### src/isa_pkg.sv
`default_nettype none

package isa_pkg;

    typedef enum logic [6:0] {
        opc_op     = 7'b0110011,
        opc_op_imm = 7'b0010011,
        opc_load   = 7'b0000011,
        opc_store  = 7'b0100011,
        opc_branch = 7'b1100011,
        opc_lui    = 7'b0110111,
        opc_auipc  = 7'b0010111,
        opc_jal    = 7'b1101111,
        opc_jalr   = 7'b1100111
    } opcode_t;

    typedef enum logic [3:0] {
        alu_add, alu_sub, alu_sll, alu_slt, alu_sltu, alu_xor,
        alu_srl, alu_sra, alu_or, alu_and, alu_pass_b
    } alu_op_t;

    typedef enum logic [2:0] {
        br_none, br_beq, br_bne, br_blt, br_bge, br_bltu, br_bgeu
    } branch_t;

    typedef enum logic [1:0] {
        mem_word, mem_byte_signed, mem_byte_unsigned
    } mem_size_t;

    // op / op_imm
    localparam logic [2:0] F3_ADD_SUB = 3'b000;
    localparam logic [2:0] F3_SLL     = 3'b001;
    localparam logic [2:0] F3_SLT     = 3'b010;
    localparam logic [2:0] F3_SLTU    = 3'b011;
    localparam logic [2:0] F3_XOR     = 3'b100;
    localparam logic [2:0] F3_SRL_SRA = 3'b101;
    localparam logic [2:0] F3_OR      = 3'b110;
    localparam logic [2:0] F3_AND     = 3'b111;
    // branches
    localparam logic [2:0] F3_BEQ  = 3'b000;
    localparam logic [2:0] F3_BNE  = 3'b001;
    localparam logic [2:0] F3_BLT  = 3'b100;
    localparam logic [2:0] F3_BGE  = 3'b101;
    localparam logic [2:0] F3_BLTU = 3'b110;
    localparam logic [2:0] F3_BGEU = 3'b111;
    // loads, stores, jalr
    localparam logic [2:0] F3_BYTE   = 3'b000;
    localparam logic [2:0] F3_WORD   = 3'b010;
    localparam logic [2:0] F3_BYTE_U = 3'b100;
    localparam logic [2:0] F3_JALR   = 3'b000;

    localparam logic [6:0] F7_BASE = 7'b0000000;
    localparam logic [6:0] F7_ALT  = 7'b0100000; // sub, sra

    typedef struct packed {
        logic [6:0] funct7;
        logic [4:0] rs2;
        logic [4:0] rs1;
        logic [2:0] funct3;
        logic [4:0] rd;
        opcode_t    opcode;
    } r_fmt_t;

    typedef struct packed {
        logic [11:0] imm;
        logic [4:0]  rs1;
        logic [2:0]  funct3;
        logic [4:0]  rd;
        opcode_t     opcode;
    } i_fmt_t;

    typedef struct packed {
        logic [6:0] imm_hi;
        logic [4:0] rs2;
        logic [4:0] rs1;
        logic [2:0] funct3;
        logic [4:0] imm_lo;
        opcode_t    opcode;
    } s_fmt_t;

    typedef struct packed {
        logic       imm_12;
        logic [5:0] imm_10_5;
        logic [4:0] rs2;
        logic [4:0] rs1;
        logic [2:0] funct3;
        logic [3:0] imm_4_1;
        logic       imm_11;
        opcode_t    opcode;
    } b_fmt_t;

    typedef struct packed {
        logic [19:0] imm;
        logic [4:0]  rd;
        opcode_t     opcode;
    } u_fmt_t;

    typedef struct packed {
        logic       imm_20;
        logic [9:0] imm_10_1;
        logic       imm_11;
        logic [7:0] imm_19_12;
        logic [4:0] rd;
        opcode_t    opcode;
    } j_fmt_t;

    typedef union packed {
        r_fmt_t r;
        i_fmt_t i;
        s_fmt_t s;
        b_fmt_t b;
        u_fmt_t u;
        j_fmt_t j;
    } rv_instr_u;

    localparam logic [31:0] INSTR_NOP = 32'h0000_0013; // addi x0, x0, 0

endpackage

`default_nettype wire

### src/core_pkg.sv
`default_nettype none

package core_pkg;

    import isa_pkg::*;

    localparam int XLEN        = 32;
    localparam int REG_COUNT   = 32;
    localparam int REG_ADDR_W  = 5;
    localparam int DMEM_WORDS  = 256;
    localparam int DMEM_ADDR_W = 8;   // word index, byte offset excluded

    typedef logic [XLEN-1:0]       word_t;
    typedef logic [REG_ADDR_W-1:0] reg_addr_t;

    localparam word_t RESET_PC = '0;

    typedef enum logic [1:0] {
        wb_alu, wb_mem, wb_pc4
    } wb_sel_t;

    typedef struct packed {
        alu_op_t   alu_op;
        logic      a_sel_pc;   // a = pc instead of rs1
        logic      b_sel_imm;  // b = imm instead of rs2
        branch_t   branch;
        logic      jump;
        logic      jump_reg;   // jalr base is rs1
        logic      mem_read;
        logic      mem_write;
        mem_size_t mem_size;
        logic      reg_write;
        wb_sel_t   wb_sel;
    } ctrl_t;

    typedef struct packed {
        logic      we;
        reg_addr_t rd;
        word_t     data;
    } retire_t;

endpackage

`default_nettype wire

### src/register_file.sv
`timescale 1ns/1ps
`default_nettype none

module register_file import core_pkg::*; (
    input  logic      clk,
    input  logic      reset,
    input  reg_addr_t rs1,
    input  reg_addr_t rs2,
    input  reg_addr_t rd,
    input  logic      we,
    input  word_t     wdata,
    output word_t     rs1_data,
    output word_t     rs2_data
);

    word_t [REG_COUNT-1:0] regs;

    // reads see the value from before this cycle's write
    assign rs1_data = regs[rs1];
    assign rs2_data = regs[rs2];

    always_ff @(posedge clk or negedge reset) begin
        if (!reset) begin
            regs <= '0;
        end else if (we) begin
            regs[rd] <= wdata; // we is already low for rd == 0
        end
    end

    x0_zero_a: assert property (@(posedge clk) disable iff (!reset) regs[0] == '0)
        else $error("x0 storage became %h", regs[0]);

endmodule

`default_nettype wire

### config.mk
export PLATFORM = sky130hd
export DESIGN_NAME = register_file
export DESIGN_NICKNAME = d
export VERILOG_FILES = /design/src/isa_pkg.sv /design/src/core_pkg.sv /design/src/register_file.sv
export SDC_FILE = /design/constraint.sdc
export NUM_CORES = 2
export LEC_CHECK = 0
export ABC_CLOCK_PERIOD_IN_PS = 4150
export BUFFER_PORTS_ARGS = -buffer_cell sky130_fd_sc_hd__buf_2
export CAP_MARGIN = 10
export CORE_MARGIN = 2
export CORE_UTILIZATION = 55
export CTS_CLUSTER_SIZE = 25
export DETAILED_ROUTE_END_ITERATION = 8
export PLACE_DENSITY = 0.71
export SYNTH_ARGS = -nofsm -noshare
export SYNTH_HDL_FRONTEND = slang
export SYNTH_SLANG_ARGS = --single-unit
### constraint.sdc
create_clock -name clk -period 4.15 [get_ports clk]
set_clock_uncertainty 0.05 [all_clocks]
set_input_delay 0.6225 -clock clk [delete_from_list [all_inputs] [get_ports clk]]
set_output_delay 0.6225 -clock clk [all_outputs]
set_load 0.05 [all_outputs]
==> metrics.txt <==
largest family of logic cells by synthesized area=multiplexers; Max Slew Vio Count=0; gr usage total=32.6%; layout cells sized above 1=around a third; power per standard cell area=483 nW/um^2; final hold vios=0; Storage cell area=between 20000 and 30000 um^2; post-DP HPWL=102 mm; RSZ-0062 raised after global routing=false; period utilization=just under 90%; clk root buf=clkbuf_16; area occupied by multi-input gates=28300 um^2; fraction of the mapped netlist area in simple logic gates=4.20%; initial core utilization=55.6%; status=finished, final reports clean; global-route wire length before repair=256 mm; routability cong.=0.843; Req. time, crit path=approximately 3500 ps; syn_area_per_cell=approximately 12 um^2; Die Span Y=~320 um; area of the mapped netlist=55800 um^2; Clock Sink Count=1024; slowest CP cell=nor2_4; total wire length=170 mm; Ports=114; Setup crit end kind=output port; largest register by flop count=regs; via-per-instance ratio=6.59; CP Launch Type=primary input; share of the synthesized area in the top cell type=45.9%; post-synthesis cell count=4605; post-synthesis mux area share=39.0%; crit-path max FO=18; Antenna Violating Nets Remaining=0; Synth Warn #=0; CTS Buf Count=~110; Yosys reg bits=1024; critical path class=in -> out; initial antenna violation count=8; H-Tree Depth=3; Least-Margin Pin Slew=~1000 ps; worst r2r path cells=1; crit-path cells=buf_2, nor2_4, buf_12, buf_12, buf_4, a22oi_1, nand3_1, nand3_1, buf_2; Leakage=~0.030 uW; most frequent cells in the layout=mux2i_1, dfrtp_1, mux2_2; Min Clock Period, post-route=around 3600 ps; port bufs=113; Max Root-Sink Buffers=3; Setup Buffers After CTS=0; First-pass DRT Iterations=7; Initial DRC Count=3831; Layout Nets=4631; area grow syn2layout=11.5%; highest clock rate=276 MHz; XOR/XNOR share of the synthesized area=0%; row count=about 120; vias in the first global route=39.6k; Worst slew margin=33.8%; Peak supply drop=approximately 0.00043 V; fillers=roughly 7.9k; Synth area leader=dfrtp_1; post-route setup TNS=0 ps; WL per Instance=28.2 um; core footprint=100000 um^2; grt ovf=0; Top Registers=regs x1024; # setup viols final=0; DRC Markers=0; die width=between 300 and 400 um; Hold WS=between 400 and 500 ps; Compound-Gate Fraction of Synth Area=7.03%; vias=~40k; CTS tree=done; Post-Synth Adder-Cell Area=0%; Crit path largest cell delay=770 ps; Syn Nets=4655; max FFs per register=1024; Clk pin slew, worst setup/hold paths=60 ps; Worst-Skew Late Latency=710 ps; hold depth=1; Max Cap Violations=0; DIE AREA=104000 um^2; register area share after synthesis=45.9%; Crit path arrival time=2950 ps; worst min path class=reg -> reg; Cell variety after synth=26; dominant cells by area after synthesis=dfrtp_1, mux2_2, mux2i_1; largest net degree at the start of global routing=128
[cells by family (layout without fill, tap and decap cells)]
family	count (synthesis)	count (layout)
AO/OA/AOI/OAI	576	576
AND/OR/NAND/NOR	513	513
other	0	4
flip-flops	1024	1024
buffers and inverters	444	511
multiplexers	2048	2048
[worst max-delay path: cells and delay by family]
kind / cells / cell delay (ps)
compound gates: 1 / 110
buf+inv: 5 / 1080
simple gates: 3 / 1070
[final cells by class]
cell class	instances	share of cell area, %
clock inverter	39	0.859
timing repair buffer	305	4.37
antenna	4	0.0161
tap	1357	2.73
sequential	1024	41.2
multi-input combinational	3137	45.4
clock buffer	167	5.40
[cells in the mapped netlist]
library cell / instances
or3b_1: 1
and2_1: 2
buf_4: 63
nand2b_1: 4
nand3_1: 194
a22oi_1: 192
buf_2: 163
nor2b_1: 4
clkbuf_1: 190
mux2i_1: 1024
nand3b_1: 4
mux2_2: 1006
a21oi_1: 192
and3_1: 1
or2_2: 3
buf_1: 28
nand2_1: 211
a31oi_1: 64
nor3b_1: 4
nor2_1: 11
a22o_1: 128
nor3_1: 65
mux2_1: 18
nor2_2: 8
dfrtp_1: 1024
and3b_1: 1
[power by group]
group | leakage, uW | switching, uW | internal, uW | total (uW)
combinational | 0.0145 | 3020 | 3030 | 6050
sequential | 0.0131 | 1500 | 12000 | 13500
clock | 0.00193 | 4180 | 6360 | 10500
[routing by layer]
metal | wire length [um] | track usage, %
met2 | 77500 | 50.2
met4 | 6630 | 13.0
met1 | 73000 | 45.3
met3 | 13200 | 6.43
met5 | 28 | 0
[final timing paths]
| check | startpoint | endpoint | slack, ps |
|---|---|---|---|
| worst max-delay path | rs2[0] | rs2_data[10] | 530 |
| worst min-delay path | regs[413] | regs[413] | 460 |
| worst max register to register | regs[402] | regs[402] | 3280 |
| worst min register to register | regs[413] | regs[413] | 460 |
| max in group asynchronous | reset | regs[881] | 2330 |
| min in group asynchronous | reset | regs[706] | 500 |
[repair_timing]
item                      in CTS  in global routing
hold endpoints to repair      56                  0
gates resized for setup        0                  0
hold buffers                   1                  0
[through the flow]
stage	setup WS, ps	utilization, %	total power, uW	cell area, um^2	cells
floorplan	1340	-	17700	55800	4605
global placement	676	58.1	19300	58300	5822
detailed placement	647	58.1	19500	58300	5822
CTS	631	62.0	30100	62200	6029
global route	531	62.0	31300	62200	6032
finish	532	62.0	30000	62200	6033
Note: power is estimated with default switching activity, not from simulation.
