[src/isa_pkg.sv]
`default_nettype none

package isa_pkg;

    typedef enum logic [6:0] {
        opc_op     = 7'b0110011,
        opc_op_imm = 7'b0010011,
        opc_load   = 7'b0000011,
        opc_store  = 7'b0100011,
        opc_branch = 7'b1100011,
        opc_lui    = 7'b0110111,
        opc_auipc  = 7'b0010111,
        opc_jal    = 7'b1101111,
        opc_jalr   = 7'b1100111
    } opcode_t;

    typedef enum logic [3:0] {
        alu_add, alu_sub, alu_sll, alu_slt, alu_sltu, alu_xor,
        alu_srl, alu_sra, alu_or, alu_and, alu_pass_b
    } alu_op_t;

    typedef enum logic [2:0] {
        br_none, br_beq, br_bne, br_blt, br_bge, br_bltu, br_bgeu
    } branch_t;

    typedef enum logic [1:0] {
        mem_word, mem_byte_signed, mem_byte_unsigned
    } mem_size_t;

    // op / op_imm
    localparam logic [2:0] F3_ADD_SUB = 3'b000;
    localparam logic [2:0] F3_SLL     = 3'b001;
    localparam logic [2:0] F3_SLT     = 3'b010;
    localparam logic [2:0] F3_SLTU    = 3'b011;
    localparam logic [2:0] F3_XOR     = 3'b100;
    localparam logic [2:0] F3_SRL_SRA = 3'b101;
    localparam logic [2:0] F3_OR      = 3'b110;
    localparam logic [2:0] F3_AND     = 3'b111;
    // branches
    localparam logic [2:0] F3_BEQ  = 3'b000;
    localparam logic [2:0] F3_BNE  = 3'b001;
    localparam logic [2:0] F3_BLT  = 3'b100;
    localparam logic [2:0] F3_BGE  = 3'b101;
    localparam logic [2:0] F3_BLTU = 3'b110;
    localparam logic [2:0] F3_BGEU = 3'b111;
    // loads, stores, jalr
    localparam logic [2:0] F3_BYTE   = 3'b000;
    localparam logic [2:0] F3_WORD   = 3'b010;
    localparam logic [2:0] F3_BYTE_U = 3'b100;
    localparam logic [2:0] F3_JALR   = 3'b000;

    localparam logic [6:0] F7_BASE = 7'b0000000;
    localparam logic [6:0] F7_ALT  = 7'b0100000; // sub, sra

    typedef struct packed {
        logic [6:0] funct7;
        logic [4:0] rs2;
        logic [4:0] rs1;
        logic [2:0] funct3;
        logic [4:0] rd;
        opcode_t    opcode;
    } r_fmt_t;

    typedef struct packed {
        logic [11:0] imm;
        logic [4:0]  rs1;
        logic [2:0]  funct3;
        logic [4:0]  rd;
        opcode_t     opcode;
    } i_fmt_t;

    typedef struct packed {
        logic [6:0] imm_hi;
        logic [4:0] rs2;
        logic [4:0] rs1;
        logic [2:0] funct3;
        logic [4:0] imm_lo;
        opcode_t    opcode;
    } s_fmt_t;

    typedef struct packed {
        logic       imm_12;
        logic [5:0] imm_10_5;
        logic [4:0] rs2;
        logic [4:0] rs1;
        logic [2:0] funct3;
        logic [3:0] imm_4_1;
        logic       imm_11;
        opcode_t    opcode;
    } b_fmt_t;

    typedef struct packed {
        logic [19:0] imm;
        logic [4:0]  rd;
        opcode_t     opcode;
    } u_fmt_t;

    typedef struct packed {
        logic       imm_20;
        logic [9:0] imm_10_1;
        logic       imm_11;
        logic [7:0] imm_19_12;
        logic [4:0] rd;
        opcode_t    opcode;
    } j_fmt_t;

    typedef union packed {
        r_fmt_t r;
        i_fmt_t i;
        s_fmt_t s;
        b_fmt_t b;
        u_fmt_t u;
        j_fmt_t j;
    } rv_instr_u;

    localparam logic [31:0] INSTR_NOP = 32'h0000_0013; // addi x0, x0, 0

endpackage

`default_nettype wire

[src/core_pkg.sv]
`default_nettype none

package core_pkg;

    import isa_pkg::*;

    localparam int XLEN        = 32;
    localparam int REG_COUNT   = 32;
    localparam int REG_ADDR_W  = 5;
    localparam int DMEM_WORDS  = 256;
    localparam int DMEM_ADDR_W = 8;   // word index, byte offset excluded

    typedef logic [XLEN-1:0]       word_t;
    typedef logic [REG_ADDR_W-1:0] reg_addr_t;

    localparam word_t RESET_PC = '0;

    typedef enum logic [1:0] {
        wb_alu, wb_mem, wb_pc4
    } wb_sel_t;

    typedef struct packed {
        alu_op_t   alu_op;
        logic      a_sel_pc;   // a = pc instead of rs1
        logic      b_sel_imm;  // b = imm instead of rs2
        branch_t   branch;
        logic      jump;
        logic      jump_reg;   // jalr base is rs1
        logic      mem_read;
        logic      mem_write;
        mem_size_t mem_size;
        logic      reg_write;
        wb_sel_t   wb_sel;
    } ctrl_t;

    typedef struct packed {
        logic      we;
        reg_addr_t rd;
        word_t     data;
    } retire_t;

endpackage

`default_nettype wire

[src/decoder.sv]
`timescale 1ns/1ps
`default_nettype none

module decoder import isa_pkg::*, core_pkg::*; (
    input  rv_instr_u instr,
    output reg_addr_t rs1,
    output reg_addr_t rs2,
    output reg_addr_t rd,
    output word_t     imm,
    output ctrl_t     ctrl
);

    opcode_t    opcode;
    logic [2:0] f3;
    logic [6:0] f7;

    function automatic alu_op_t arith_op(input logic [2:0] funct3, input logic alt);
        alu_op_t op;
        op = alu_add;
        case (funct3)
            F3_ADD_SUB: op = alt ? alu_sub : alu_add;
            F3_SLL:     op = alu_sll;
            F3_SLT:     op = alu_slt;
            F3_SLTU:    op = alu_sltu;
            F3_XOR:     op = alu_xor;
            F3_SRL_SRA: op = alt ? alu_sra : alu_srl;
            F3_OR:      op = alu_or;
            F3_AND:     op = alu_and;
            default:    op = alu_add;
        endcase
        return op;
    endfunction

    // register fields sit in the same place in every format
    assign opcode = instr.r.opcode;
    assign f3     = instr.r.funct3;
    assign f7     = instr.r.funct7;
    assign rs1    = instr.r.rs1;
    assign rs2    = instr.r.rs2;
    assign rd     = instr.r.rd;

    always_comb begin
        case (opcode)
            opc_op_imm, opc_load, opc_jalr:
                imm = {{20{instr.i.imm[11]}}, instr.i.imm};
            opc_store:
                imm = {{20{instr.s.imm_hi[6]}}, instr.s.imm_hi, instr.s.imm_lo};
            opc_branch:
                imm = {{20{instr.b.imm_12}}, instr.b.imm_11, instr.b.imm_10_5,
                       instr.b.imm_4_1, 1'b0};
            opc_lui, opc_auipc:
                imm = {instr.u.imm, 12'b0};
            opc_jal:
                imm = {{12{instr.j.imm_20}}, instr.j.imm_19_12, instr.j.imm_11,
                       instr.j.imm_10_1, 1'b0};
            default:
                imm = '0;
        endcase
    end

    always_comb begin
        ctrl = '0;
        case (opcode)
            opc_op: begin
                if (f7 == F7_BASE || (f7 == F7_ALT && (f3 == F3_ADD_SUB || f3 == F3_SRL_SRA))) begin
                    ctrl.alu_op    = arith_op(f3, f7[5]);
                    ctrl.reg_write = 1'b1;
                end
            end
            opc_op_imm: begin
                // shift immediates carry funct7 in imm[11:5]
                if ((f3 != F3_SLL && f3 != F3_SRL_SRA) || f7 == F7_BASE ||
                    (f7 == F7_ALT && f3 == F3_SRL_SRA)) begin
                    ctrl.alu_op    = arith_op(f3, f3 == F3_SRL_SRA && f7 == F7_ALT);
                    ctrl.b_sel_imm = 1'b1;
                    ctrl.reg_write = 1'b1;
                end
            end
            opc_load: begin
                if (f3 == F3_WORD || f3 == F3_BYTE || f3 == F3_BYTE_U) begin
                    ctrl.b_sel_imm = 1'b1;
                    ctrl.mem_read  = 1'b1;
                    ctrl.reg_write = 1'b1;
                    ctrl.wb_sel    = wb_mem;
                    ctrl.mem_size  = (f3 == F3_WORD) ? mem_word :
                                     (f3 == F3_BYTE) ? mem_byte_signed : mem_byte_unsigned;
                end
            end
            opc_store: begin
                if (f3 == F3_WORD || f3 == F3_BYTE) begin
                    ctrl.b_sel_imm = 1'b1;
                    ctrl.mem_write = 1'b1;
                    ctrl.mem_size  = (f3 == F3_WORD) ? mem_word : mem_byte_signed;
                end
            end
            opc_branch: begin
                case (f3)
                    F3_BEQ:  ctrl.branch = br_beq;
                    F3_BNE:  ctrl.branch = br_bne;
                    F3_BLT:  ctrl.branch = br_blt;
                    F3_BGE:  ctrl.branch = br_bge;
                    F3_BLTU: ctrl.branch = br_bltu;
                    F3_BGEU: ctrl.branch = br_bgeu;
                    default: ctrl.branch = br_none;
                endcase
            end
            opc_lui: begin
                ctrl.alu_op    = alu_pass_b;
                ctrl.b_sel_imm = 1'b1;
                ctrl.reg_write = 1'b1;
            end
            opc_auipc: begin
                ctrl.a_sel_pc  = 1'b1;
                ctrl.b_sel_imm = 1'b1;
                ctrl.reg_write = 1'b1;
            end
            opc_jal: begin
                ctrl.jump      = 1'b1;
                ctrl.reg_write = 1'b1;
                ctrl.wb_sel    = wb_pc4;
            end
            opc_jalr: begin
                if (f3 == F3_JALR) begin
                    ctrl.jump      = 1'b1;
                    ctrl.jump_reg  = 1'b1;
                    ctrl.reg_write = 1'b1;
                    ctrl.wb_sel    = wb_pc4;
                end
            end
            default: ctrl = '0; // unknown opcode, nop
        endcase
        ctrl.reg_write = ctrl.reg_write && (rd != '0); // x0 writes never retire
    end

    // a load and a store must never come from the same word
    mem_excl_a: assert final ($isunknown(instr) || !(ctrl.mem_read && ctrl.mem_write))
        else $error("decoder set mem_read and mem_write together");

endmodule

`default_nettype wire

[config.mk]
export PLATFORM = sky130hd
export DESIGN_NAME = decoder
export DESIGN_NICKNAME = d
export VERILOG_FILES = /design/src/isa_pkg.sv /design/src/core_pkg.sv /design/src/decoder.sv
export SDC_FILE = /design/constraint.sdc
export NUM_CORES = 1
export LEC_CHECK = 0
export BUFFER_PORTS_ARGS = -buffer_cell sky130_fd_sc_hd__buf_2
export CORE_ASPECT_RATIO = 0.9
export CORE_MARGIN = 1.5
export CORE_UTILIZATION = 25
export DETAILED_ROUTE_END_ITERATION = 12
export SLEW_MARGIN = 5
export SYNTH_ARGS = -nofsm -noshare
export SYNTH_HDL_FRONTEND = slang
export SYNTH_SLANG_ARGS = --single-unit
[constraint.sdc]
create_clock -name vclk -period 2.66
set_clock_uncertainty 0.2 [all_clocks]
set_input_delay 0.399 -clock vclk [all_inputs]
set_output_delay 0.399 -clock vclk [all_outputs]
set_load 0.03 [all_outputs]
==> metrics.csv <==
stage,metric,value,unit
floorplan,die_w,69.99,um
placed_design,port_buffers,97,
cells_and_area,regArea,0,um^2
setup_path,critPathTopFamily,simple AND/OR/NAND/NOR gates,
cts,cts_resized,0,
grt,gr-usage-all-layers,14.74,%
cells_and_area,multi_input_area,862.1,um^2
synthesis,ys_seq_area_share,0,%
cts,cts_setup_buffers,0,
routing,detail_route.wl_per_cell,12.71,um
pwr,clockPowerShare,0,%
sta,fin_crit_sh,95.84,%
hold_path,worstHoldStart,instr[15],
floorplan,dieArea,4430,um^2
sta,fin_hold_ws,866.6,ps
setup_path,cp.arrival,1950,ps
grt,grt_max_degree,14,
floorplan,coreArea,3784,um^2
hold_path,hold_depth,2,
sta,period_needed,2549,ps
hold_path,hold_class,in -> out,
synthesis,synthDistinctLibCells,52,
pwr,switchingPower,0.1204,mW
cells_and_area,seq_cell_count,0,
cells_and_area,layout-area-overhead-vs-synth,49.57,%
pwr,peakVddDrop,60.83,uV
setup_path,crit_top_cell,buf_2,
grt,grt_pass1_vias,1234,
synthesis,synthesis.nets,175,
sta,fmax,392.3,MHz
routing,ant_nets,0,
cells_and_area,num_antenna_cells,0,
routing,routed_wl,3483,um
sta,setup_viol,0,
pwr,p_seq_share,0,%
floorplan,die-height,63.29,um
cells_and_area,layout-drive-gt1-share,55.26,%
setup_path,cpPeakStageDelay,370,ps
setup_path,worstPathRequired,2060,ps
sta,final_hold_viol_count,0,
synthesis,syn_inst,143,
floorplan,num_rows,21,
pwr,power.leakage,0.9772,nW
cells_and_area,layout.nets,262,
pwr,pwr-share-comb,100.0,%
floorplan,ioPinCount,97,
routing,via_per_inst,4.865,
synthesis,mappedNetlistArea,1010,um^2
grt,antenna_found_initial,0,
run,drv_cap,0,
pwr,internal_power,0.06595,mW
pwr,switching_share,64.61,%
setup_path,path_cells,buf_2 -> or2_4 -> or3_4 -> nor4b_4 -> nor3_2 -> a21oi_4 -> buf_2,
routing,vias,1333,
cells_and_area,instances_no_fill,274,
grt,grt_pass1_wl,5616,um
sta,rsz0062_at_grt,no,
grt,grt_remaining_overflow,0,
setup_path,cp-end-kind,output port,
synthesis,yosysWarningCount,0,
setup_path,cp-start-kind,primary input,
sta,layout_setup_ws,110.6,ps
sta,slew_viol_final,0,
sta,tightest_slew,548.5,ps
pwr,powerDensity,123.4,nW/um^2
setup_path,worstSetupStartpoint,instr[2],
routing,drtIter0Drc,41,
placed_design,gp_congestion,0.8050,
hold_path,whs_endpoint,rs1[0],
placed_design,pre_cts_ws,24.64,ps
cts,hold_buffers,0,
placed_design,dp.cells,274,
floorplan,initial_core_util,26.69,%
setup_path,cp.buffers_inverters,2,
setup_path,cp_slowest_cell,or3_4,
routing,route.detailed.drc,0,
outcome,status,completed,
setup_path,path_max_fanout,7,
cells_and_area,n_fill_cell,415,
synthesis,postSynthAreaPerCell,7.061,um^2
routing,firstDrtPassIters,4,
sta,max_slew_margin,63.26,%
setup_path,critPathKind,in -> out,
sta,setup_tns,0,ps
placed_design,dp_hpwl,2984,um
cells_and_area,clockBufferCount,0,
## cells by family after synthesis
kind of cell | after synthesis | share of synthesized area [%]
and+or+nand+nor | 67 | 43.74
AOI/OAI and AO/OA | 45 | 34.70
buffers and inverters | 27 | 17.84
xor gates and xnor gates | 2 | 1.735
muxes | 2 | 1.983
## power groups by stage
stage	clock network (mW)	registers (mW)	logic [mW]
6_report	0	0	0.186
5_1_grt	0	0	0.201
4_1_cts	0	0	0.186
3_5_place_dp	0	0	0.186
3_3_place_gp	0	0	0.186
2_1_floorplan	0	0	0.128
## synthesized netlist by cell type (2+ instances only)
cell | instances | area (um^2)
nor2_1 | 14 | 52.55
a21oi_1 | 3 | 15.01
nor3_1 | 3 | 15.01
nand2_1 | 9 | 33.78
nand3_1 | 2 | 10.01
clkbuf_1 | 2 | 7.510
nor2b_1 | 8 | 50.05
a31oi_1 | 2 | 12.51
mux2i_1 | 2 | 20.02
buf_2 | 6 | 30.03
and3_1 | 2 | 12.51
o21ai_0 | 3 | 15.01
a22o_1 | 4 | 35.03
or4_1 | 3 | 22.52
buf_6 | 2 | 22.52
o21ai_1 | 3 | 15.01
a21o_1 | 20 | 150.1
or2_1 | 3 | 18.77
inv_1 | 2 | 7.510
and2_1 | 2 | 12.51
nor4_1 | 3 | 18.77
buf_4 | 15 | 112.6
## per-stage QoR
step                area, um^2  util [%]  power (mW)
floorplan                 1030         -      0.1285
finish                    1510     39.91      0.1864
global route              1510     39.91      0.2008
detailed placement        1498     39.58      0.1859
global placement          1498     39.58      0.1856
CTS                       1498     39.58      0.1863
## per-layer routing
layer	wire length, um	track usage, %
met1	1567	20.40
met2	1627	26.07
met3	288	1.440
met4	0	0.4808
met5	0	0
## placed cells by master (no fill, tap or decap), types with 3 or more instances in the layout
master	Yosys	layout
buf_2	6	97
a21o_1	20	20
nor2_1	14	14
buf_4	15	13
nand2_1	9	9
nor2b_1	8	8
a22o_1	4	4
or2_1	3	3
or4_1	3	3
nor3_1	3	3
o21ai_0	3	3
a21oi_1	3	3
o21ai_1	3	3
## worst max path at each step
| stage | end | slack [ps] | cells after the start |
|---|---|---|---|
| after global placement | ctrl[14] | 20 | 9 |
| after detailed placement | ctrl[14] | 20 | 9 |
| after global routing | ctrl[2] | 20 | 7 |
| after floorplan | ctrl[12] | -8 | 5 |
| final | ctrl[2] | 110 | 7 |
| after CTS | ctrl[14] | 20 | 9 |
## cell type report
type | count | area share [%]
Multi-Input combinational cell | 116 | 57.08
Tap cell | 46 | 3.811
Inverter | 2 | 0.4971
Timing Repair Buffer | 110 | 38.61
(Power assumes the default switching activity.)
