$ cat config.mk
export PLATFORM = sky130hd
export DESIGN_NAME = alu
export DESIGN_NICKNAME = d
export VERILOG_FILES = /design/src/isa_pkg.sv /design/src/core_pkg.sv /design/src/alu.sv
export SDC_FILE = /design/constraint.sdc
export NUM_CORES = 1
export LEC_CHECK = 0
export BUFFER_PORTS_ARGS = -buffer_cell sky130_fd_sc_hd__buf_4
export CAP_MARGIN = 10
export CELL_PAD_IN_SITES_DETAIL_PLACEMENT = 1
export CELL_PAD_IN_SITES_GLOBAL_PLACEMENT = 2
export CORE_MARGIN = 3
export CORE_UTILIZATION = 29
export DETAILED_ROUTE_END_ITERATION = 12
export PLACE_DENSITY = 0.92
export REMOVE_ABC_BUFFERS = 1
export SLEW_MARGIN = 40
export SYNTH_ARGS = -nofsm -noshare
export SYNTH_HDL_FRONTEND = slang
export SYNTH_SLANG_ARGS = --single-unit
$ cat constraint.sdc
create_clock -name vclk -period 5.8
set_clock_uncertainty 0.05 [all_clocks]
set_input_delay 1.16 -clock vclk [all_inputs]
set_output_delay 1.16 -clock vclk [all_outputs]
set_load 0.005 [all_outputs]
$ cat src/isa_pkg.sv
`default_nettype none

package isa_pkg;

    typedef enum logic [6:0] {
        opc_op     = 7'b0110011,
        opc_op_imm = 7'b0010011,
        opc_load   = 7'b0000011,
        opc_store  = 7'b0100011,
        opc_branch = 7'b1100011,
        opc_lui    = 7'b0110111,
        opc_auipc  = 7'b0010111,
        opc_jal    = 7'b1101111,
        opc_jalr   = 7'b1100111
    } opcode_t;

    typedef enum logic [3:0] {
        alu_add, alu_sub, alu_sll, alu_slt, alu_sltu, alu_xor,
        alu_srl, alu_sra, alu_or, alu_and, alu_pass_b
    } alu_op_t;

    typedef enum logic [2:0] {
        br_none, br_beq, br_bne, br_blt, br_bge, br_bltu, br_bgeu
    } branch_t;

    typedef enum logic [1:0] {
        mem_word, mem_byte_signed, mem_byte_unsigned
    } mem_size_t;

    // op / op_imm
    localparam logic [2:0] F3_ADD_SUB = 3'b000;
    localparam logic [2:0] F3_SLL     = 3'b001;
    localparam logic [2:0] F3_SLT     = 3'b010;
    localparam logic [2:0] F3_SLTU    = 3'b011;
    localparam logic [2:0] F3_XOR     = 3'b100;
    localparam logic [2:0] F3_SRL_SRA = 3'b101;
    localparam logic [2:0] F3_OR      = 3'b110;
    localparam logic [2:0] F3_AND     = 3'b111;
    // branches
    localparam logic [2:0] F3_BEQ  = 3'b000;
    localparam logic [2:0] F3_BNE  = 3'b001;
    localparam logic [2:0] F3_BLT  = 3'b100;
    localparam logic [2:0] F3_BGE  = 3'b101;
    localparam logic [2:0] F3_BLTU = 3'b110;
    localparam logic [2:0] F3_BGEU = 3'b111;
    // loads, stores, jalr
    localparam logic [2:0] F3_BYTE   = 3'b000;
    localparam logic [2:0] F3_WORD   = 3'b010;
    localparam logic [2:0] F3_BYTE_U = 3'b100;
    localparam logic [2:0] F3_JALR   = 3'b000;

    localparam logic [6:0] F7_BASE = 7'b0000000;
    localparam logic [6:0] F7_ALT  = 7'b0100000; // sub, sra

    typedef struct packed {
        logic [6:0] funct7;
        logic [4:0] rs2;
        logic [4:0] rs1;
        logic [2:0] funct3;
        logic [4:0] rd;
        opcode_t    opcode;
    } r_fmt_t;

    typedef struct packed {
        logic [11:0] imm;
        logic [4:0]  rs1;
        logic [2:0]  funct3;
        logic [4:0]  rd;
        opcode_t     opcode;
    } i_fmt_t;

    typedef struct packed {
        logic [6:0] imm_hi;
        logic [4:0] rs2;
        logic [4:0] rs1;
        logic [2:0] funct3;
        logic [4:0] imm_lo;
        opcode_t    opcode;
    } s_fmt_t;

    typedef struct packed {
        logic       imm_12;
        logic [5:0] imm_10_5;
        logic [4:0] rs2;
        logic [4:0] rs1;
        logic [2:0] funct3;
        logic [3:0] imm_4_1;
        logic       imm_11;
        opcode_t    opcode;
    } b_fmt_t;

    typedef struct packed {
        logic [19:0] imm;
        logic [4:0]  rd;
        opcode_t     opcode;
    } u_fmt_t;

    typedef struct packed {
        logic       imm_20;
        logic [9:0] imm_10_1;
        logic       imm_11;
        logic [7:0] imm_19_12;
        logic [4:0] rd;
        opcode_t    opcode;
    } j_fmt_t;

    typedef union packed {
        r_fmt_t r;
        i_fmt_t i;
        s_fmt_t s;
        b_fmt_t b;
        u_fmt_t u;
        j_fmt_t j;
    } rv_instr_u;

    localparam logic [31:0] INSTR_NOP = 32'h0000_0013; // addi x0, x0, 0

endpackage

`default_nettype wire

$ cat src/core_pkg.sv
`default_nettype none

package core_pkg;

    import isa_pkg::*;

    localparam int XLEN        = 32;
    localparam int REG_COUNT   = 32;
    localparam int REG_ADDR_W  = 5;
    localparam int DMEM_WORDS  = 256;
    localparam int DMEM_ADDR_W = 8;   // word index, byte offset excluded

    typedef logic [XLEN-1:0]       word_t;
    typedef logic [REG_ADDR_W-1:0] reg_addr_t;

    localparam word_t RESET_PC = '0;

    typedef enum logic [1:0] {
        wb_alu, wb_mem, wb_pc4
    } wb_sel_t;

    typedef struct packed {
        alu_op_t   alu_op;
        logic      a_sel_pc;   // a = pc instead of rs1
        logic      b_sel_imm;  // b = imm instead of rs2
        branch_t   branch;
        logic      jump;
        logic      jump_reg;   // jalr base is rs1
        logic      mem_read;
        logic      mem_write;
        mem_size_t mem_size;
        logic      reg_write;
        wb_sel_t   wb_sel;
    } ctrl_t;

    typedef struct packed {
        logic      we;
        reg_addr_t rd;
        word_t     data;
    } retire_t;

endpackage

`default_nettype wire

$ cat src/alu.sv
`timescale 1ns/1ps
`default_nettype none

module alu import isa_pkg::*, core_pkg::*; (
    input  ctrl_t ctrl,
    input  word_t pc,
    input  word_t rs1_data,
    input  word_t rs2_data,
    input  word_t imm,
    output word_t result
);

    word_t      a;
    word_t      b;
    logic [4:0] shamt;

    assign a     = ctrl.a_sel_pc ? pc : rs1_data;
    assign b     = ctrl.b_sel_imm ? imm : rs2_data;
    assign shamt = b[4:0];

    always_comb begin
        case (ctrl.alu_op)
            alu_add:    result = a + b;
            alu_sub:    result = a - b;
            alu_sll:    result = a << shamt;
            alu_slt:    result = {{(XLEN-1){1'b0}}, $signed(a) < $signed(b)};
            alu_sltu:   result = {{(XLEN-1){1'b0}}, a < b};
            alu_xor:    result = a ^ b;
            alu_srl:    result = a >> shamt;
            alu_sra:    result = $signed(a) >>> shamt;
            alu_or:     result = a | b;
            alu_and:    result = a & b;
            alu_pass_b: result = b; // lui
            default:    result = '0;
        endcase
    end

endmodule

`default_nettype wire

==> impl_results.md, run 1 <==
* Post-Route WL at about 56 mm
* Post-Synthesis Cells at about 1500
* Routed length per instance at about 24 um
* Antenna viol nets, final at 0
* Hold crit path type: in -> out
* Adder-cell share of the synthesized area at 0.1305
* Layout cells sized above 1 at 0.3365
* WP data required at approximately 4.6 ns
* Drt pass-1 iters at 5
* Synth area leaders: ha_1, mux2i_1, a21oi_1
* FFs & Latches at 0
* Leak Pwr at between 6 and 7 nW
* Synth top cells by count: nor2_1, nand2_1, a21oi_1
* Slowest cell on crit path: fa_1
* Power per cell area at roughly 140 mW/mm^2
* Seq/Total Area, Yosys at 0
* Die X at between 150 and 200 um
* Final instance area at around 0.014 mm^2
* Element type at the critical path end: output pin
* Post-synthesis compound-gate area fraction at 0.3757
* First-pass GRT wire length at around 85 mm
* Drt initial violations at 1548
* Area of placed instances at roughly 0.014 mm^2
* Initial Utilization at 0.2943
* VDD IR max at approximately 0.00006 V
* Cell with the most instances after synthesis: nor2_1
* Worst-Margin Slew at around 0.83 ns
* Chip height at 190.7 um
* Crit path max fanout at 6
* Worst Setup Start Kind: primary input
* # setup viols final at 0
* # IOs at roughly 180
* Via count at ~14000
* Total GRT Usage at 0.2932
* Vias per cell at between 6 and 7
* Fin. Hold Viols at 0
* Delay-heaviest family, CP: buffers and inverters
* RSZ-0062 raised after global routing: yes
* Area delta synth->final at 43.44%
* Tmin final at about 5.7 ns
* Final period util at 0.9890
* Die area at approximately 0.036 mm^2
* Maxcap violations at 0
* Layout clock buffer count at 0
* Antenna violations before repair at 0
* Cell taking the most area after synthesis: ha_1
* Area of the mapped netlist at just under 0.01 mm^2
* Port buffer count at 166
* Largest family of logic cells by synthesized area: compound AO/OA/AOI/OAI gates
* WS Path Type: in -> out
* Power Total at 1.970 mW
* Slew margin rel. at 0.4414
* # hold bufs at CTS at 0
* Fin. max-slew vios at 0
* Grt ovf at 0
* Synth Area in XOR/XNOR at 0.005312
* Simple-Gate Fraction of Synth Area at 0.2136
* Status: complete, no violations
* DRC viols at 0
* Fin nets at around 2100
* Syn_area_per_cell at around 6.6 um^2
* Syn. warnings at 0
* CP Cell Sequence: buf_12, mux2i_4, buf_4, inv_2, ha_1, buf_4, inv_1, fa_1, nor2b_2, o21bai_1, a211o_1, nand2_1, buf_4, nor2_2, nor2_1, buf_4, o22ai_1, o21ai_1, nand3_1, buf_4
* Core box area at around 0.034 mm^2
* Most used cell, CP: buf_4
* Arrival time worst endpoint at between 4 and 5 ns
* Fmax at roughly 170 MHz
* GPL Wtd Cong at 1.100
* DP Wirelength at 45.21 mm
* Diode count at 0
* Buf/Inv on CP at 8
* Synth cell types at a little over 80
* Cell Rows at 67
* Post-synth top area share at 0.1265
* Vias in the first global route at between 10000 and 15000
* Sequential cell area at 0 um^2
* Multiplexer area fraction after synthesis at 0.1800
* Pin count of the biggest net entering global routing at between 60 and 70
* CP max stage delay at about 0.42 ns
-- layout make-up --
type	instances	area, um^2
Multi-Input combinational cell	1286	9454
Tap cell	448	560.5
Inverter	99	371.6
Timing Repair Buffer	493	3802
Fill cell	4286	19430
-- worst paths after layout --
kind	start	to	slack, ns	cells past startpoint
hold / removal	ctrl[15]	result[0]	2.99	5
setup / recovery	ctrl[13]	result[14]	0.06	20
-- per-stage QoR --
stage	utilization	setup TNS (ns)	setup slack (ns)	hold WS, ns	std cells
2_1_floorplan	-	-94.62	-3.529	2.467	1385
3_3_place_gp	0.4056	-2.462	-0.3605	2.966	2315
3_5_place_dp	0.4064	-3.687	-0.4382	2.973	2319
4_1_cts	0.4137	0	0.008895	2.982	2322
5_1_grt	0.4221	-0.2584	-0.1012	3.030	2326
6_report	0.4221	0	0.06400	2.992	2326
-- where the power goes --
part | total (mW) | internal [mW] | switching [mW]
sequential | 0 | 0 | 0
clock | 0 | 0 | 0
combinational | 1.97 | 0.854 | 1.12
-- routing by layer --
| metal | GRT usage | vias to the layer above | part of all wire | wire length, um |
|---|---|---|---|---|
| li1 | - | 6379 | - | - |
| met1 | 0.3671 | 6997 | 0.39 | 22070 |
| met2 | 0.4902 | 867 | 0.45 | 25640 |
| met3 | 0.04007 | 227 | 0.087 | 4928 |
| met4 | 0.1513 | 0 | 0.067 | 3765 |
| met5 | 0 | - | 0 | 0 |
-- layout by cell type, fill, tap and decap left out, drive strengths merged, types with 32 or more instances in the layout --
| cell type | netlist | routed |
|---|---|---|
| a21oi | 131 | 131 |
| buf | 52 | 493 |
| ha | 100 | 100 |
| inv | 99 | 99 |
| mux2 | 32 | 32 |
| mux2i | 124 | 124 |
| nand2 | 137 | 137 |
| nand3 | 43 | 43 |
| nor2 | 169 | 169 |
| o21ai | 102 | 102 |
-- kinds of logic (layout without fill, tap and decap cells) --
kind of cell | after synthesis | after routing
muxes | 160 | 160
xor gates and xnor gates | 6 | 6
adders and majority gates | 102 | 102
buffers and inverters | 218 | 592
AOI/OAI and AO/OA | 552 | 552
and+or+nand+nor | 466 | 466
-- what timing repair did --
action,CTS,global route
resized for setup,43,55
buffers inserted,3,5
setup endpoints to repair,18,20
cloned,0,0
pin swaps,4,19
Note: power is estimated with default switching activity, not from simulation.
==> run 2: changes to the inputs <==
--- a/config.mk
+++ b/config.mk
@@ -18,3 +18,4 @@
 export SYNTH_ARGS = -nofsm -noshare
 export SYNTH_HDL_FRONTEND = slang
 export SYNTH_SLANG_ARGS = --single-unit
+export TNS_END_PERCENT = 1
==> constraint.sdc (replaced) <==
create_clock -name vclk -period 5.2
set_clock_uncertainty 0.05 [all_clocks]
set_input_delay 1.04 -clock vclk [all_inputs]
set_output_delay 1.04 -clock vclk [all_outputs]
set_load 0.005 [all_outputs]
==> impl_results.md, run 2 (same netlist as run 1, synthesis figures left out) <==
* Pre-CTS WS at -0.7480 ns (was -0.4382 ns)
* Fmax at roughly 180 MHz
* Initial Utilization at 0.2943 (unchanged)
* DRC viols at 0 (unchanged)
* Multi-input combinational cell area at 0.009620 mm^2 (was 0.009454 mm^2)
* Fillers at 4274 (was 4286)
* WP data required at 4.11 ns (was 4.59 ns)
* Sequential cell area at 0 um^2 (unchanged)
* Fin nets at 2202 (was 2128)
* Area delta synth->final at 51.14% (was 43.44%)
* Die X at 190.7 um (unchanged)
* CP startpoint: ctrl[12] (was ctrl[13])
* Via count at 15050 (was 14470)
* Post-route core utilization at 0.4447 (was 0.4221)
* Total GRT Usage at 0.3106 (was 0.2932)
* Crit path max fanout at 5 (was 6)
* Status: complete, but fails checks (was complete, no violations)
* Placed cell count at 2392 (was 2319)
* Die area at 0.03636 mm^2 (unchanged)
* Maxcap violations at 0 (unchanged)
* Vias in the first global route at 15670 (was 14750)
* Drt pass-1 iters at 8 (was 5)
* Element type at the critical path end: output pin (unchanged)
* Most common cell after layout, fill and taps aside: buf_4 (unchanged)
* Antenna viol nets, final at 0 (unchanged)
* GPL Wtd Cong at 1.089 (was 1.100)
* Worst-Margin Slew at 0.8345 ns (was 0.8267 ns)
* Layout cells sized above 1 at 0.3760 (was 0.3365)
* Non-filler cells in the finished layout at 2400 (was 2326)
* Diode count at 0 (unchanged)
* Post-Route WL at 59.68 mm (was 56.40 mm)
* Hold crit path type: in -> out (unchanged)
* WS Path Type: in -> out (unchanged)
* Vias per cell at 6.272 (was 6.221)
* Fin. max-slew vios at 0 (unchanged)
* Slew margin rel. at 0.4394 (was 0.4414)
* FFs & Latches at 0 (unchanged)
* # IOs at 178 (unchanged)
* Tmin final at ~5.6 ns
* DP Wirelength at 46.97 mm (was 45.21 mm)
* Antenna violations before repair at 0 (unchanged)
* RSZ-0062 raised after global routing: yes (unchanged)
* Worst Setup Start Kind: primary input (unchanged)
* Final hold slack at 2.710 ns (was 2.992 ns)
* Power Total at 2.355 mW (was 1.970 mW)
* Fin worst setup slack at -0.3634 ns (was 0.06400 ns)
* Layout clock buffer count at 0 (unchanged)
* Drt initial violations at 1772 (was 1548)
* VDD IR max at 0.00005569 V (was 0.00006142 V)
* Fin. Hold Viols at 0 (unchanged)
* Leak Pwr at 6.970 nW (was 6.565 nW)
* Violated checks: setup timing
* Pin count of the biggest net entering global routing at 67 (unchanged)
* Routed length per instance at 24.87 um (was 24.25 um)
* First-pass GRT wire length at 89.73 mm (was 84.67 mm)
* Core box area at 0.03362 mm^2 (unchanged)
* Hold Crit Depth at 6 (was 5)
* Port buffer count at 166 (unchanged)
* Highest-count cells in the layout ignoring fill and taps: buf_4, nor2_1, nand2_1 (unchanged)
* Final period util at 1.070
* Grt ovf at 0 (unchanged)
* Hold_sp: rs2_data[8] (was ctrl[15])
* Chip height at 190.7 um (unchanged)
* Cell Rows at 67 (unchanged)
* # setup viols final at 19 (was 0)
* Power per cell area at 157.5 mW/mm^2 (was 138.8 mW/mm^2)
* Arrival time worst endpoint at 4.47 ns (was 4.53 ns)
[run 2: cell types whose count changed in the layout (fill, tap and decap cells not counted), sizes merged]
| cell | before | now |
|---|---|---|
| buf | 493 | 566 |
| clkbuf | 0 | 1 |
[run 2: repair_timing]
item | in CTS | in global routing
resized for setup | 122 | 24
setup buffers | 7 | 1
hold buffers | 0 | 0
pin swaps | 24 | 7
endpoints found under the setup margin | 27 | 26
cloned | 0 | 0
[run 2: final timing paths]
check	to	slack (ns)
hold / removal	result[8]	2.71
setup / recovery	result[26]	-0.36
[run 2: area by class of cell]
type / instances / share of cell area
inverter: 99 / 0.02486
multi-input combinational: 1286 / 0.6435
tap: 448 / 0.03749
timing repair buffer: 567 / 0.2942
[run 2: stage by stage]
| step | cell area [um^2] | TNS [ns] |
|---|---|---|
| after floorplan | 9325 | -106.14 |
| after global placement | 14220 | -8.722 |
| after detailed placement | 14220 | -11.70 |
| after CTS | 14850 | -1.730 |
| after global routing | 14950 | -5.943 |
| final | 14950 | -3.214 |
[run 2: layer usage]
metal	routed length [um]	track usage	vias up
met5	0	0	-
met4	4306	0.1849	0
met3	5718	0.05331	301
met2	27180	0.5184	1015
met1	22470	0.3734	7193
li1	-	-	6544
[run 2: worst max-delay path: stages]
cell       delay, ns
buf_12          0.11
buf_12          0.14
mux2i_4         0.30
inv_2           0.09
fa_2            0.42
o21bai_1        0.13
buf_4           0.15
a2111oi_4       0.08
buf_4           0.17
o311ai_4        0.27
a21o_1          0.28
a211o_1         0.23
nor4_2          0.08
a2111o_1        0.41
a221o_1         0.31
o21a_1          0.12
buf_4           0.14
[run 2: report_power, final]
group | total [mW] | internal, mW | switching [mW]
logic | 2.36 | 1.04 | 1.31
clock network | 0 | 0 | 0
registers | 0 | 0 | 0
